==> src/hdl/dz_cfg.svh <==
`ifndef DZ_CFG_SVH
`define DZ_CFG_SVH

// ==================================================
// scan and countdown timing
// ==================================================

// clocks each row stays lit
`define DZ_SCAN_DIV 4

// rows per frame, fixed by the 8x8 matrix
`define DZ_ROWS 8

// one full frame
`define DZ_FRAME_CLKS (`DZ_ROWS * `DZ_SCAN_DIV)

// clocks per countdown step
// keep it a whole number of frames
`define DZ_TICK_DIV 256

// digit loaded by start
`define DZ_MAX_DIGIT 5

`endif

==> src/hdl/matrix_pkg.sv <==
`default_nettype none

package matrix_pkg;

    // ==================================================
    // matrix geometry
    // ==================================================

    typedef logic [2:0] row_idx_t;  // active row number
    typedef logic [7:0] line_t;     // one row or column vector

    localparam line_t LINE_OFF = 8'b0000_0000;

    // scanner output, index and its decoded row line
    typedef struct packed {
        row_idx_t row_idx;
        line_t    row_onehot;
    } scan_t;

    // ==================================================
    // helpers
    // ==================================================

    // row number to row select line
    function automatic line_t row_decode(input row_idx_t idx);
        line_t sel;
        sel = line_t'(1) << idx;
        return sel;
    endfunction

    // next row, 7 wraps to 0
    function automatic row_idx_t row_step(input row_idx_t idx);
        row_idx_t nxt;
        nxt = idx + 3'd1;
        return nxt;
    endfunction

endpackage

`default_nettype wire

==> src/hdl/count_pkg.sv <==
`default_nettype none

package count_pkg;

    typedef logic [2:0] digit_t;    // 0 to 5 only

    typedef enum logic [1:0] {
        COLOR_RED    = 2'd0,
        COLOR_GREEN  = 2'd1,
        COLOR_YELLOW = 2'd2
    } color_e;

    typedef enum logic [1:0] {
        T_IDLE  = 2'd0,
        T_RUN   = 2'd1,
        T_PAUSE = 2'd2,
        T_DONE  = 2'd3
    } timer_state_e;

    typedef struct packed {
        digit_t digit;
        color_e color;
        logic   shown;  // set by first start
    } count_t;

    // ==================================================
    // color sequence r -> g -> y -> r
    // ==================================================
    function automatic color_e color_step(input color_e c);
        case (c)
            COLOR_RED:   return COLOR_GREEN;
            COLOR_GREEN: return COLOR_YELLOW;
            default:     return COLOR_RED;
        endcase
    endfunction

    // yellow lights both dies
    function automatic logic color_red_on(input color_e c);
        return c != COLOR_GREEN;
    endfunction

    function automatic logic color_green_on(input color_e c);
        return c != COLOR_RED;
    endfunction

endpackage

`default_nettype wire

==> src/hdl/row_scanner.sv <==
`timescale 1ns/1ps
`default_nettype none

`include "dz_cfg.svh"

module row_scanner (
    input  logic               clk,
    input  logic               rst,
    output matrix_pkg::scan_t  scan
);

    import matrix_pkg::*;

    localparam int DIV_W = (`DZ_SCAN_DIV > 1) ? $clog2(`DZ_SCAN_DIV) : 1;
    localparam logic [DIV_W-1:0] DIV_LAST = DIV_W'(`DZ_SCAN_DIV - 1);

    logic [DIV_W-1:0] div_cnt;
    row_idx_t         next_idx;

    assign next_idx = row_step(scan.row_idx);

    // ==================================================
    // row divider and index
    // ==================================================
    always_ff @(posedge clk or posedge rst)
    begin
        if (rst)
        begin
            div_cnt         <= '0;
            scan.row_idx    <= '0;
            scan.row_onehot <= row_decode('0);
        end
        else if (div_cnt == DIV_LAST)
        begin
            div_cnt         <= '0;
            scan.row_idx    <= next_idx;
            scan.row_onehot <= row_decode(next_idx);  // decoded alongside index
        end
        else
        begin
            div_cnt <= div_cnt + 1'b1;
        end
    end

    // select line must agree with the index the mixer uses for the ROM
    a_row_onehot: assert property (
        @(posedge clk) disable iff (rst)
        $onehot(scan.row_onehot) && scan.row_onehot[scan.row_idx]
    );

endmodule

`default_nettype wire

==> src/hdl/countdown_timer.sv <==
`timescale 1ns/1ps
`default_nettype none

`include "dz_cfg.svh"

module countdown_timer (
    input  logic              clk,
    input  logic              rst,
    input  logic              start,
    input  logic              pause,
    output count_pkg::count_t count
);

    import count_pkg::*;

    localparam int TICK_W = (`DZ_TICK_DIV > 1) ? $clog2(`DZ_TICK_DIV) : 1;
    localparam logic [TICK_W-1:0] TICK_LAST = TICK_W'(`DZ_TICK_DIV - 1);

    // each digit has to fill whole frames
    if ((`DZ_TICK_DIV % `DZ_FRAME_CLKS) != 0)
    begin : g_bad_tick_div
        $error("DZ_TICK_DIV is not a multiple of the frame length");
    end

    timer_state_e      state;
    logic [TICK_W-1:0] tick_cnt;
    logic              tick_done;
    digit_t            digit;
    color_e            run_color;     // color of the current run
    color_e            queued_color;  // color for the next start
    logic              shown;

    assign tick_done = (tick_cnt == TICK_LAST);

    // ==================================================
    // timer FSM
    // ==================================================
    always_ff @(posedge clk or posedge rst)
    begin
        if (rst)
        begin
            state        <= T_IDLE;
            tick_cnt     <= '0;
            digit        <= '0;
            run_color    <= COLOR_RED;
            queued_color <= COLOR_RED;
            shown        <= 1'b0;
        end
        else if (start)
        begin
            // restart from any state
            state     <= T_RUN;
            tick_cnt  <= '0;
            digit     <= digit_t'(`DZ_MAX_DIGIT);
            run_color <= queued_color;  // unchanged if no run finished
            shown     <= 1'b1;
        end
        else
        begin
            case (state)
                T_RUN:
                begin
                    if (pause)
                    begin
                        state <= T_PAUSE;  // tick count held
                    end
                    else if (tick_done)
                    begin
                        tick_cnt <= '0;
                        digit    <= digit - 3'd1;
                        if (digit == 3'd1)
                        begin
                            state        <= T_DONE;
                            queued_color <= color_step(run_color);
                        end
                    end
                    else
                    begin
                        tick_cnt <= tick_cnt + 1'b1;
                    end
                end
                T_PAUSE:
                begin
                    if (!pause)
                        state <= T_RUN;
                end
                default:
                    ;  // idle and done wait for start
            endcase
        end
    end

    assign count = '{digit: digit, color: run_color, shown: shown};

    a_digit_range: assert property (
        @(posedge clk) disable iff (rst)
        digit <= digit_t'(`DZ_MAX_DIGIT)
    );

endmodule

`default_nettype wire

==> src/hdl/glyph_mixer.sv <==
`timescale 1ns/1ps
`default_nettype none

module glyph_mixer (
    input  logic               clk,
    input  logic               rst,
    input  matrix_pkg::scan_t  scan,
    input  count_pkg::count_t  count,
    output matrix_pkg::line_t  row,
    output matrix_pkg::line_t  colr,
    output matrix_pkg::line_t  colg
);

    import matrix_pkg::*;
    import count_pkg::*;

    line_t glyph;
    logic  red_en;
    logic  grn_en;
    logic  shown_q;

    // ==================================================
    // glyph ROM, key is {digit, row} in octal
    // ==================================================
    always_comb
    begin
        case ({count.digit, scan.row_idx})
            // 0
            6'o01: glyph = 8'b0011_1100;
            6'o02, 6'o03,
            6'o04, 6'o05,
            6'o06: glyph = 8'b0110_0110;
            6'o07: glyph = 8'b0011_1100;
            // 1
            6'o11: glyph = 8'b0001_1000;
            6'o12: glyph = 8'b0011_1000;
            6'o13, 6'o14,
            6'o15, 6'o16: glyph = 8'b0001_1000;
            6'o17: glyph = 8'b0111_1110;
            // 2
            6'o21: glyph = 8'b0011_1100;
            6'o22: glyph = 8'b0110_0110;
            6'o23: glyph = 8'b0000_0110;
            6'o24: glyph = 8'b0000_1100;
            6'o25: glyph = 8'b0001_1000;
            6'o26: glyph = 8'b0011_0000;
            6'o27: glyph = 8'b0111_1110;
            // 3
            6'o31: glyph = 8'b0011_1100;
            6'o32: glyph = 8'b0110_0110;
            6'o33: glyph = 8'b0000_0110;
            6'o34: glyph = 8'b0001_1100;
            6'o35: glyph = 8'b0000_0110;
            6'o36, 6'o37: glyph = 8'b0000_1100;
            // 4
            6'o41: glyph = 8'b0000_1100;
            6'o42: glyph = 8'b0001_1100;
            6'o43: glyph = 8'b0010_1100;
            6'o44: glyph = 8'b0100_1100;
            6'o45: glyph = 8'b0111_1110;
            6'o46, 6'o47: glyph = 8'b0000_1100;
            // 5
            6'o51: glyph = 8'b0111_1110;
            6'o52: glyph = 8'b0110_0000;
            6'o53: glyph = 8'b0111_1100;
            6'o54, 6'o55: glyph = 8'b0000_0110;
            6'o56: glyph = 8'b0110_0110;
            6'o57: glyph = 8'b0011_1100;
            default: glyph = LINE_OFF;  // row 0 and unused digits
        endcase
    end

    // blank until the first start
    assign red_en = count.shown && color_red_on(count.color);
    assign grn_en = count.shown && color_green_on(count.color);

    // ==================================================
    // output registers
    // ==================================================
    always_ff @(posedge clk or posedge rst)
    begin
        if (rst)
        begin
            row     <= LINE_OFF;
            colr    <= LINE_OFF;
            colg    <= LINE_OFF;
            shown_q <= 1'b0;
        end
        else
        begin
            row     <= scan.row_onehot;  // scans even when blank
            colr    <= red_en ? glyph : LINE_OFF;
            colg    <= grn_en ? glyph : LINE_OFF;
            shown_q <= count.shown;
        end
    end

    a_blank_unshown: assert property (
        @(posedge clk) disable iff (rst)
        !shown_q |-> (colr == LINE_OFF && colg == LINE_OFF)
    );

endmodule

`default_nettype wire

==> src/hdl/dz_display_top.sv <==
`timescale 1ns/1ps
`default_nettype none

module dz_display_top (
    input  logic              clk,
    input  logic              rst,
    input  logic              start,
    input  logic              pause,
    output matrix_pkg::line_t row,
    output matrix_pkg::line_t colr,
    output matrix_pkg::line_t colg
);

    import matrix_pkg::*;
    import count_pkg::*;

    scan_t  scan_w;   // active row
    count_t count_w;  // digit, color, shown

    // ==================================================
    // scan and count side by side
    // ==================================================
    row_scanner u_scanner (
        .clk  (clk),
        .rst  (rst),
        .scan (scan_w)
    );

    countdown_timer u_timer (
        .clk   (clk),
        .rst   (rst),
        .start (start),
        .pause (pause),
        .count (count_w)
    );

    // one more register stage, start to glyph is two clocks
    glyph_mixer u_mixer (
        .clk   (clk),
        .rst   (rst),
        .scan  (scan_w),
        .count (count_w),
        .row   (row),
        .colr  (colr),
        .colg  (colg)
    );

endmodule

`default_nettype wire

==> config.mk <==
export PLATFORM = sky130hd
export DESIGN_NAME = dz_display_top
export DESIGN_NICKNAME = d
export VERILOG_FILES = /design/src/hdl/matrix_pkg.sv /design/src/hdl/count_pkg.sv /design/src/hdl/row_scanner.sv /design/src/hdl/countdown_timer.sv /design/src/hdl/glyph_mixer.sv /design/src/hdl/dz_display_top.sv
export VERILOG_INCLUDE_DIRS = /design/src /design/src/hdl
export SDC_FILE = /design/constraint.sdc
export NUM_CORES = 1
export LEC_CHECK = 0
export BUFFER_PORTS_ARGS = -buffer_cell sky130_fd_sc_hd__buf_2
export CORE_MARGIN = 2
export CORE_UTILIZATION = 45
export DETAILED_ROUTE_END_ITERATION = 8
export GPL_ROUTABILITY_DRIVEN = 1
export MAX_ROUTING_LAYER = met4
export PLACE_DENSITY = 0.66
export SLEW_MARGIN = 15
export SYNTH_ARGS = -nofsm -noshare
export SYNTH_HDL_FRONTEND = slang
export SYNTH_SLANG_ARGS = --single-unit
==> constraint.sdc <==
create_clock -name clk -period 3.2 [get_ports clk]
set_input_delay 0.32 -clock clk [delete_from_list [all_inputs] [get_ports clk]]
set_output_delay 0.32 -clock clk [all_outputs]
set_load 0.02 [all_outputs]
==> results of run 1 <==
[worst paths after layout]
kind | startpoint | endpoint | cells past startpoint
hold / removal | rst | u_timer.queued_color[1] | 2
setup / recovery | u_scanner.scan[9] | u_mixer.colg[2] | 6
max in group asynchronous | rst | u_scanner.scan[8] | 2
setup reg to reg | u_scanner.scan[9] | u_mixer.colg[2] | 6
hold reg to reg | u_scanner.scan[2] | u_mixer.row[2] | 0
min in group clk | pause | u_timer.state[1] | 3
[cell usage after synthesis (4+ instances only)]
| cell | instances |
|---|---|
| clkbuf_1 | 4 |
| a31oi_1 | 6 |
| a21oi_1 | 13 |
| ha_1 | 15 |
| nor2_1 | 23 |
| nor2b_1 | 4 |
| nand2_1 | 9 |
| o21ai_0 | 9 |
| xor2_1 | 6 |
| buf_2 | 4 |
| buf_4 | 4 |
| nand3_1 | 5 |
| nand2b_1 | 8 |
| dfrtp_1 | 50 |
| inv_1 | 14 |
| mux2_2 | 7 |
| o211ai_1 | 5 |
[cell families (layout without fill, tap and decap cells)]
kind of cell / count (synthesis) / after routing / synth area share [%]
other: 1 / 4 / 0.149
xor gates and xnor gates: 9 / 9 / 3.14
DFF: 51 / 51 / 50.9
buffers and inverters: 29 / 45 / 5.74
AOI/OAI and AO/OA: 47 / 47 / 11.8
adders and majority gates: 15 / 15 / 7.48
and+or+nand+nor: 71 / 71 / 15.6
muxes: 11 / 11 / 5.14
[through the flow]
| step | power [mW] | hold slack, ns | instances | area [sq um] |
|---|---|---|---|---|
| final | 1.09 | 0.156 | 325 | 2740 |
| after global routing | 1.13 | 0.225 | 325 | 2740 |
| after CTS | 1.10 | 0.298 | 325 | 2740 |
| after detailed placement | 0.706 | 0.360 | 317 | 2630 |
| after global placement | 0.705 | 0.361 | 317 | 2630 |
| after floorplan | 0.701 | 0.350 | 237 | 2520 |
[area by class of cell]
class                      count  share of cell area, %
clock buffer                   7                   3.52
clock inverter                 1                  0.274
inverter                      14                   1.96
multi-input combinational    157                   40.1
sequential                    51                   46.6
tap                           72                   3.29
timing repair buffer          23                   4.20
[state kept, by name, indices dropped and copies added (netlist names)]
signal,flops
u_scanner.scan,11
u_timer.shown,1
u_mixer.row,8
u_timer.state,2
u_mixer.colg,6
u_timer.tick_cnt,8
u_scanner.div_cnt,2
u_timer.run_color,2
u_timer.queued_color,2
u_mixer.colr,6
u_timer.digit,3
[worst max-delay path: cells and delay by family (launching register included)]
family,cells,cell delay [ns]
buffers and inverters,1,0.22
AND/OR/NAND/NOR,2,0.44
AO/OA/AOI/OAI,2,0.35
adder cells (fa/ha/maj),1,0.29
flip-flops,1,0.52
[power by group]
group	internal [mW]	total, mW	switching (mW)
Sequential	0.648	0.654	0.00509
Combinational	0.0111	0.0383	0.0272
Clock	0.197	0.397	0.200
[metal layers]
metal  wire, um  global-route usage, %  part of all wire (%)
met5          0                      -                     0
met4         84                   6.32                   2.0
met3        159                   3.45                   3.8
met2       1910                   23.8                    45
met1       2050                   20.5                    49
[placed cells by master (no fill, tap or decap), types with 8 or more instances in the layout]
master / n
nand2b_1: 8
ha_1: 15
buf_2: 23
inv_1: 13
a21oi_1: 13
dfrtp_1: 50
nor2_1: 23
nand2_1: 9
o21ai_0: 9
==> flow_metrics.tcl, run 1 <==
set metrics [dict create \
    drv_slew 0 \
    ant_nets 0 \
    synth-async-reset-ratio_pct 100 \
    p_leak_nw 1.33 \
    synth_top_cell_area_share_pct 49.9 \
    cp-start-kind "register" \
    maxCapViolCount 0 \
    mappedNetlistArea_sq_um 2510 \
    clock.fmax_ghz 0.511 \
    design.core.area_sq_um 5440 \
    path_cells "inv_1 > ha_1 > nor3b_1 > a21oi_1 > o22ai_1 > nor2_1" \
    synth.distinct_cells 45 \
    cp.arrival_ns 2.12 \
    fin_nets 271 \
    cts_max_path_buffers 2 \
    yosys_warnings 0 \
    num_rows 27 \
    path_clk_slew_ns 0.09 \
    cts_root_buf "clkbuf_8" \
    die_h_um 78.7 \
    drive_above_1_share_pct 18.6 \
    place.gp.congestion 0.867 \
    num_vias 1649 \
    crit_path_end_kind "register" \
    routed_wl_um 4210 \
    register_area_sq_um 1280 \
    worst_slew_pin_slew_ns 0.846 \
    first_global_vias 1613 \
    synth.top_cells.by_area "dfrtp_1 (50%), ha_1 (7.5%), nor2_1 (3.4%)" \
    grt_start_max_net_pins 52 \
    cts-htree-levels 2 \
    numCtsBuffers 5 \
    critical_path_class "register to register" \
    clkSinkCount 51 \
    utilization_pct 50.4 \
    avgSynthCellArea_sq_um 10.7 \
    cp.required_ns 3.36 \
    cts-resized-gates 0 \
    slowest_stage "dfrtp_1" \
    synth_area_leader_cell "dfrtp_1" \
    synth_seq_cells 51 \
    period_share_pct 61.1 \
    rrSetupSlack_ns 1.24 \
    min_period_ns 1.96 \
    area_delta_synth_final_pct 9.18 \
    initial_core_util_pct 46.1 \
    die-area_sq_um 6190 \
    power.density_nw_per_um2 397 \
    setup_viol 0 \
    postSynthCellCount 234 \
    cts_tree "done" \
    slowest_delay_ns 0.52 \
    tns_ns 0 \
    rsz0062_at_grt "no" \
    antenna_found_initial 0 \
    synth_edf_count 0 \
    track_usage_pct 15.7 \
    grt_first_pass_wirelength_um 7420 \
    cts_hold_buf 0 \
    dr.pass1.iters 4 \
    drt_iter0_drc 168 \
    synth_flop_cell "dfrtp_1" \
    viasPerCell 5.07 \
    wire_per_inst_um 13.0 \
    multi_input_area_sq_um 1100 \
    cts_setup_buffers 0 \
    fillers 508 \
    place_hpwl_um 2890 \
    pin_count 28 \
    portBuffers 23 \
    hold_viol_final 0 \
    slew_headroom_pct 43.5 \
    clk_latency_ns 0.30 \
    fin_ws_ns 1.24 \
    die-width_um 78.7 \
    finalClockSkew_ns 0.00700 \
    worst_hold_path_type "primary input to asynchronous set/reset pin" \
    ys_seq_area_share_pct 50.9 \
    pre_cts_ws_ns 1.30 \
    diodes 0 \
    vdd_drop_max_uv 162 \
    drc 0 \
    outcome "finished, final reports clean" \
    worst-path-max-fanout 11 \
    grt-ovfl-total 0 \
]
No activity file was read; power rests on OpenSTA's default activity.
==> inputs of run 2 (changes only) <==
--- a/config.mk
+++ b/config.mk
@@ -12,7 +12,7 @@
 export DETAILED_ROUTE_END_ITERATION = 8
 export GPL_ROUTABILITY_DRIVEN = 1
 export MAX_ROUTING_LAYER = met4
-export PLACE_DENSITY = 0.66
+export PLACE_DENSITY = 0.68
 export SLEW_MARGIN = 15
 export SYNTH_ARGS = -nofsm -noshare
 export SYNTH_HDL_FRONTEND = slang
==> constraint.sdc (replaced) <==
create_clock -name clk -period 1.6 [get_ports clk]
set_input_delay 0.16 -clock clk [delete_from_list [all_inputs] [get_ports clk]]
set_output_delay 0.16 -clock clk [all_outputs]
set_load 0.02 [all_outputs]
==> run 2 against run 1 <==
Routed wire length grew 8.9%. Register-to-register slack lost 1.2 ns. Global-route usage grew 0.65 points. Critical path depth grew 1. Fmax grew 27%. Power grew 110%. Sequential share of layout area shrank 4.5 points. Worst setup slack lost 1.2 ns. Critical path type unchanged. Largest cell class unchanged.
==> flow_metrics.tcl, run 2 (synthesis results as in run 1) <==
set metrics [dict create \
    reg_top3 "u_scanner.scan: 11 flops, u_mixer.row: 8 flops, u_timer.tick_cnt: 8 flops" \
    top_usage_layer "met2" \
    ant_nets 0 \
    grtUsageMet3_pct 2.76 \
    die-width_um 78.7 \
    use_met1_pct 20.5 \
    design.core.area_sq_um 5440 \
    clock.fmax_ghz 0.650 \
    diodes 0 \
    maxCapViolCount 0 \
    final_common_cell "dfrtp_1" \
    grt_first_pass_wirelength_um 7840 \
    pin_count 28 \
    cts_tree "done" \
    place_hpwl_um 3160 \
    power.density_nw_per_um2 745 \
    top_register "u_scanner.scan" \
    place.gp.congestion 0.897 \
    p_leak_nw 1.48 \
    grt_start_max_net_pins 32 \
    first_global_vias 1733 \
    min_period_ns 1.54 \
    antenna_found_initial 0 \
    largest_register_ff_count 11 \
    num_rows 27 \
    utilization_pct 55.9 \
    routed_wl_um 4590 \
    vdd_drop_max_uv 312 \
    area_delta_synth_final_pct 21.1 \
    dr.pass1.iters 4 \
    tns_ns 0 \
    drv_slew 0 \
    die-area_sq_um 6190 \
    setup_viol 0 \
    path_clk_slew_ns 0.08 \
    cts_root_buf "clkbuf_8" \
    initial_core_util_pct 46.1 \
    drc 0 \
    cts_max_path_buffers 2 \
    clkSinkCount 51 \
    die_h_um 78.7 \
    rsz0062_at_grt "yes" \
    clk_latency_ns 0.30 \
    period_share_pct 96.1 \
    cp-start-kind "register" \
    drive_above_1_share_pct 30.6 \
    wire_per_inst_um 13.0 \
    final_cell_mix "dfrtp_1 (47), buf_4 (25), nor2_1 (23), buf_2 (23), a21oi_1 (13)" \
    crit_path_end_kind "register" \
    num_vias 1795 \
    fin_nets 299 \
    grt-ovfl-total 0 \
    hold_viol_final 0 \
    numCtsBuffers 5 \
    portBuffers 23 \
    cp.required_ns 1.83 \
    finalClockSkew_ns 0.00263 \
    worst_hold_path_type "primary input to register" \
    critical_path_class "register to register" \
    use_met2_pct 27.0 \
    drt_iter0_drc 109 \
    cp.arrival_ns 1.77 \
    track_usage_pct 16.3 \
    post-place-cells 343 \
    instances_no_fill 353 \
    viasPerCell 5.08 \
    worst-path-max-fanout 5 \
    cts-htree-levels 2 \
    outcome "finished, final reports clean" \
]
==> run 2: changes by cell type in the layout (fill, tap and decap cells not counted), sizes merged <==
cell         previous run  this run
buf                    23        50
bufinv                  0         1
clkinv                  1         0
clkinvlp                1         0
dlygate4sd3             0         1
inv                    13        14
==> run 2: stage by stage <==
stage / setup slack [ns] / hold WS [ns] / cell area (sq um) / total power [mW]
2_1_floorplan: 0.00363 / 0.342 / 2520 / 1.40
3_3_place_gp: 0.0372 / 0.188 / 2860 / 1.43
3_5_place_dp: -0.0205 / 0.188 / 2860 / 1.43
4_1_cts: 0.00377 / 0.220 / 3010 / 2.29
5_1_grt: -0.0234 / 0.239 / 3040 / 2.36
6_report: 0.0627 / 0.222 / 3040 / 2.26
==> run 2: final timing paths <==
| kind | slack (ns) | start | endpoint | depth (start not counted) |
|---|---|---|---|---|
| max | 0.06 | u_scanner.scan[8] | u_mixer.colg[3] | 7 |
| min | 0.22 | pause | u_timer.state[1] | 3 |
| max reg2reg | 0.06 | u_scanner.scan[8] | u_mixer.colg[3] | 7 |
| min reg2reg | 0.38 | u_scanner.scan[6] | u_mixer.row[6] | 0 |
| max in group asynchronous | 0.67 | rst | u_scanner.scan[9] | 4 |
| min in group asynchronous | 0.41 | rst | u_timer.run_color[1] | 3 |
==> run 2: metal layers <==
layer	up-vias	part of all wire, %
met4	0	1.4
met1	864	48
met3	5	3.4
li1	889	-
met5	-	0
met2	37	47
==> run 2: timing repair <==
action                                 CTS  global route
hold buffers                             1             0
resized for setup                       10             6
pin swaps                                1             3
endpoints found under the hold margin   19             0
setup endpoints to repair                8            11
buffers inserted                         0             1
==> run 2: where the power goes <==
part,leakage (nW),internal (mW),total (mW),switching [mW]
Sequential,0.654,1.30,1.30,0.00695
Clock,0.0524,0.468,0.859,0.391
Combinational,0.776,0.0379,0.0999,0.0620
Total,1.48,1.80,2.26,0.460
==> run 2: layout make-up <==
type                            instances  area [sq um]
Clock buffer                            7          76.3
Multi-Input combinational cell        157          1150
Fill cell                             469          2400
Inverter                               14          52.6
Sequential cell                        51          1280
Clock inverter                          1          30.0
Timing Repair Buffer                   51           353
Tap cell                               72          90.1
==> run 2: worst max-delay path, cell delays in order, from the launching register on <==
cell and delay [ns]:
dfrtp_2 0.40, inv_2 0.06, buf_4 0.15, ha_1 0.18, mux2_2 0.27, o211ai_1 0.18
a22oi_1 0.11, nor2_1 0.12
==> inputs of run 3 (changes only) <==
--- a/config.mk
+++ b/config.mk
@@ -16,4 +16,5 @@
 export SLEW_MARGIN = 15
 export SYNTH_ARGS = -nofsm -noshare
 export SYNTH_HDL_FRONTEND = slang
+export SYNTH_HIERARCHICAL = 1
 export SYNTH_SLANG_ARGS = --single-unit
==> run 3 against run 2 <==
The flow now finishes with violations (negative setup slack). Sequential power is essentially flat. Global-route usage increased by 0.68 points. Sequential cell count is the same.
==> flow_metrics.tcl, run 3 <==
set metrics [dict create \
    fillers 504 \
    numCtsBuffers 5 \
    dr_wl_met3_um 207 \
    cts_tree "done" \
    vdd_drop_max_uv 400 \
    critical_path_class "register to register" \
    pwr-share-clk_pct 35.3 \
    top_layer_used "met4" \
    largest_register_ff_count 11 \
    place_hpwl_um 3690 \
    dr.pass1.iters 4 \
    postLayoutCellArea_sq_um 3190 \
    cts_root_buf "clkbuf_8" \
    hold_viol_final 0 \
    synth_top_cell_area_share_pct 47.3 \
    routed_wl_um 4970 \
    worst-path-max-fanout 6 \
    synth-async-reset-ratio_pct 100 \
    finalClockSkew_ns 0.0134 \
    drt_iter0_drc 148 \
    synth.top_cells.by_area "dfrtp_1 (47%), ha_1 (7.6%), inv_1 (3.0%)" \
    internal_power_mw 1.65 \
    worst_hold_path_type "primary input to register" \
    synthTopCellsByCount "dfrtp_1 (50), inv_1 (21), ha_1 (16)" \
    wl_met2_um 2480 \
    drive_above_1_share_pct 31.3 \
    synth_area_leader_cell "dfrtp_1" \
    cp.required_ns 1.83 \
    pin_count 28 \
    die-area_sq_um 6510 \
    path_buf_inv 1 \
    track_usage_pct 17.0 \
    crit_family "compound AO/OA/AOI/OAI gates" \
    cp.depth 6 \
    cts-htree-levels 2 \
    reg_top3 "u_scanner/scan: 11 flops, u_mixer/row: 8 flops, u_timer/tick_cnt: 8 flops" \
    reg2reg_depth 6 \
    die_h_um 80.7 \
    design.core.area_sq_um 5610 \
    path_clk_slew_ns 0.09 \
    diodes 0 \
    setup_viol 6 \
    utilization_pct 56.9 \
    viasPerCell 5.27 \
    p_switching_uw 513 \
    grt_first_pass_wirelength_um 8400 \
    outcome "finished, violations left" \
    fin_hold_ws_ns 0.238 \
    period_share_pct 103 \
    clk_latency_ns 0.31 \
    switching_share_pct 23.7 \
    min_period_ns 1.65 \
    clkSinkCount 51 \
    grt_start_max_net_pins 28 \
    fin_nets 316 \
    place_area_sq_um 2970 \
    endpoint "u_mixer/colg[2]" \
    yosysMostFrequentCell "dfrtp_1" \
    power.density_nw_per_um2 678 \
    final_cell_mix "dfrtp_1 (47), buf_4 (26), buf_2 (23), inv_1 (19)" \
    postSynthCellCount 252 \
    worst_slew_pin_slew_ns 0.707 \
    drc 0 \
    maxCapViolCount 0 \
    wire_per_inst_um 13.5 \
    cts_max_path_buffers 2 \
    rsz0062_at_grt "yes" \
    cp-start-kind "register" \
    place.gp.congestion 0.911 \
    die-width_um 80.7 \
    slew_headroom_pct 52.8 \
    ant_nets 0 \
    antenna_found_initial 0 \
    grt-ovfl-total 0 \
    first_global_vias 1875 \
    num_vias 1943 \
    seq_power_share_pct 60.3 \
    cp.arrival_ns 1.88 \
    violations "negative setup slack" \
    reg2reg_from "u_scanner/scan[9]" \
    fin_ws_ns -0.0456 \
    area_delta_synth_final_pct 20.6 \
    p_leak_nw 1.53 \
    synth_flop_cell "dfrtp_1" \
    worst_r2r_endpoint "u_mixer/colg[2]" \
    path_cells "inv_4 > ha_4 > and4b_1 > a2111oi_1 > a31oi_1 > nor2_1" \
    final_common_cell "dfrtp_1" \
    crit_start "u_scanner/scan[9]" \
    p_comb_share_pct 4.4 \
    num_rows 27 \
    rrSetupSlack_ns -0.05 \
    drv_slew 0 \
    top_register "u_scanner/scan" \
    yosys_warnings 6 \
    slowest_delay_ns 0.47 \
    slowest_stage "dfrtp_2" \
    crit_path_end_kind "register" \
    mappedNetlistArea_sq_um 2650 \
    ys_seq_area_share_pct 48.3 \
    initial_core_util_pct 47.2 \
    synth_seq_cells 51 \
    clock.fmax_ghz 0.608 \
    avgSynthCellArea_sq_um 10.5 \
    wl_met1_um 2190 \
    synth.distinct_cells 50 \
    portBuffers 23 \
    p_total_mw 2.16 \
    synth_edf_count 0 \
]
-- run 3: changes by cell type in the layout (fill, tap and decap cells not counted), sizes merged, moves of 5 or more --
cell   delta
nor2     -11
inv      +10
o22ai     +7
nand2     +6
mux2      -5
-- run 3: how the worst min path moves through the flow --
stage / start / end / slack [ns] / depth (start not counted)
6_report: pause / u_timer/state[0] / 0.24 / 3
5_1_grt: pause / u_timer/state[0] / 0.24 / 3
4_1_cts: pause / u_timer/state[0] / 0.23 / 3
3_5_place_dp: rst / u_scanner/div_cnt[0] / 0.22 / 2
3_3_place_gp: rst / u_scanner/div_cnt[1] / 0.22 / 2
2_1_floorplan: rst / u_scanner/div_cnt[0] / 0.04 / 1
-- run 3: worst reg2reg max path: cells and delay by family, from the launching register on --
family / cells / cell delay [ns]
buffers and inverters: 1 / 0.09
AND/OR/NAND/NOR: 2 / 0.29
AO/OA/AOI/OAI: 2 / 0.53
adder cells (fa/ha/maj): 1 / 0.20
flip-flops: 1 / 0.47
-- run 3: repair_timing --
| action | 4_1_cts | 5_1_grt |
|---|---|---|
| gates resized for setup | 0 | 25 |
| endpoints found under the hold margin | 39 | 0 |
| pin swaps | 0 | 5 |
| setup endpoints to repair | 2 | 17 |
| buffers inserted | 0 | 1 |
| hold buffers | 1 | 0 |
-- run 3: metrics by stage --
step	setup TNS, ns	cells	setup WS (ns)
after floorplan	-0.0739	255	-0.0263
after global placement	0	359	0.0418
after detailed placement	0	359	0.00997
after CTS	-0.0161	368	-0.0153
after global routing	-0.554	369	-0.0775
final	-0.154	369	-0.0456
-- run 3: layout make-up --
cell class / count / area (sq um) / area share (%)
Clock buffer: 5 / 68.8 / 2.16
Clock inverter: 3 / 26.3 / 0.823
Inverter: 22 / 87.6 / 2.74
Multi-Input combinational cell: 165 / 1300 / 40.7
Sequential cell: 51 / 1280 / 40.1
Tap cell: 72 / 90.1 / 2.82
Timing Repair Buffer: 51 / 340 / 10.7
-- run 3: power groups by stage --
stage	Sequential, mW	Clock (mW)	Combinational [mW]
after floorplan	1.33	0	0.0705
after CTS	1.31	0.791	0.0961
after detailed placement	1.33	0	0.0936
final	1.31	0.763	0.0950
after global placement	1.33	0	0.0914
after global routing	1.31	0.844	0.109
-- run 3: per-layer routing --
layer  up-vias  GRT usage, %
met4         0          6.44
met5         -             -
met1       938          20.8
li1        951             -
met2        45          28.2
met3         9          2.92
-- run 3: kinds of logic after synthesis --
family          count (synthesis)  share of synthesized area (%)
mux                             9                           4.06
compound gates                 57                           14.1
fa+ha+maj                      16                           7.56
xor+xnor                       12                           3.97
buf+inv                        39                           7.56
flops                          51                           48.3
other cells                     1                          0.142
simple gates                   67                           14.4
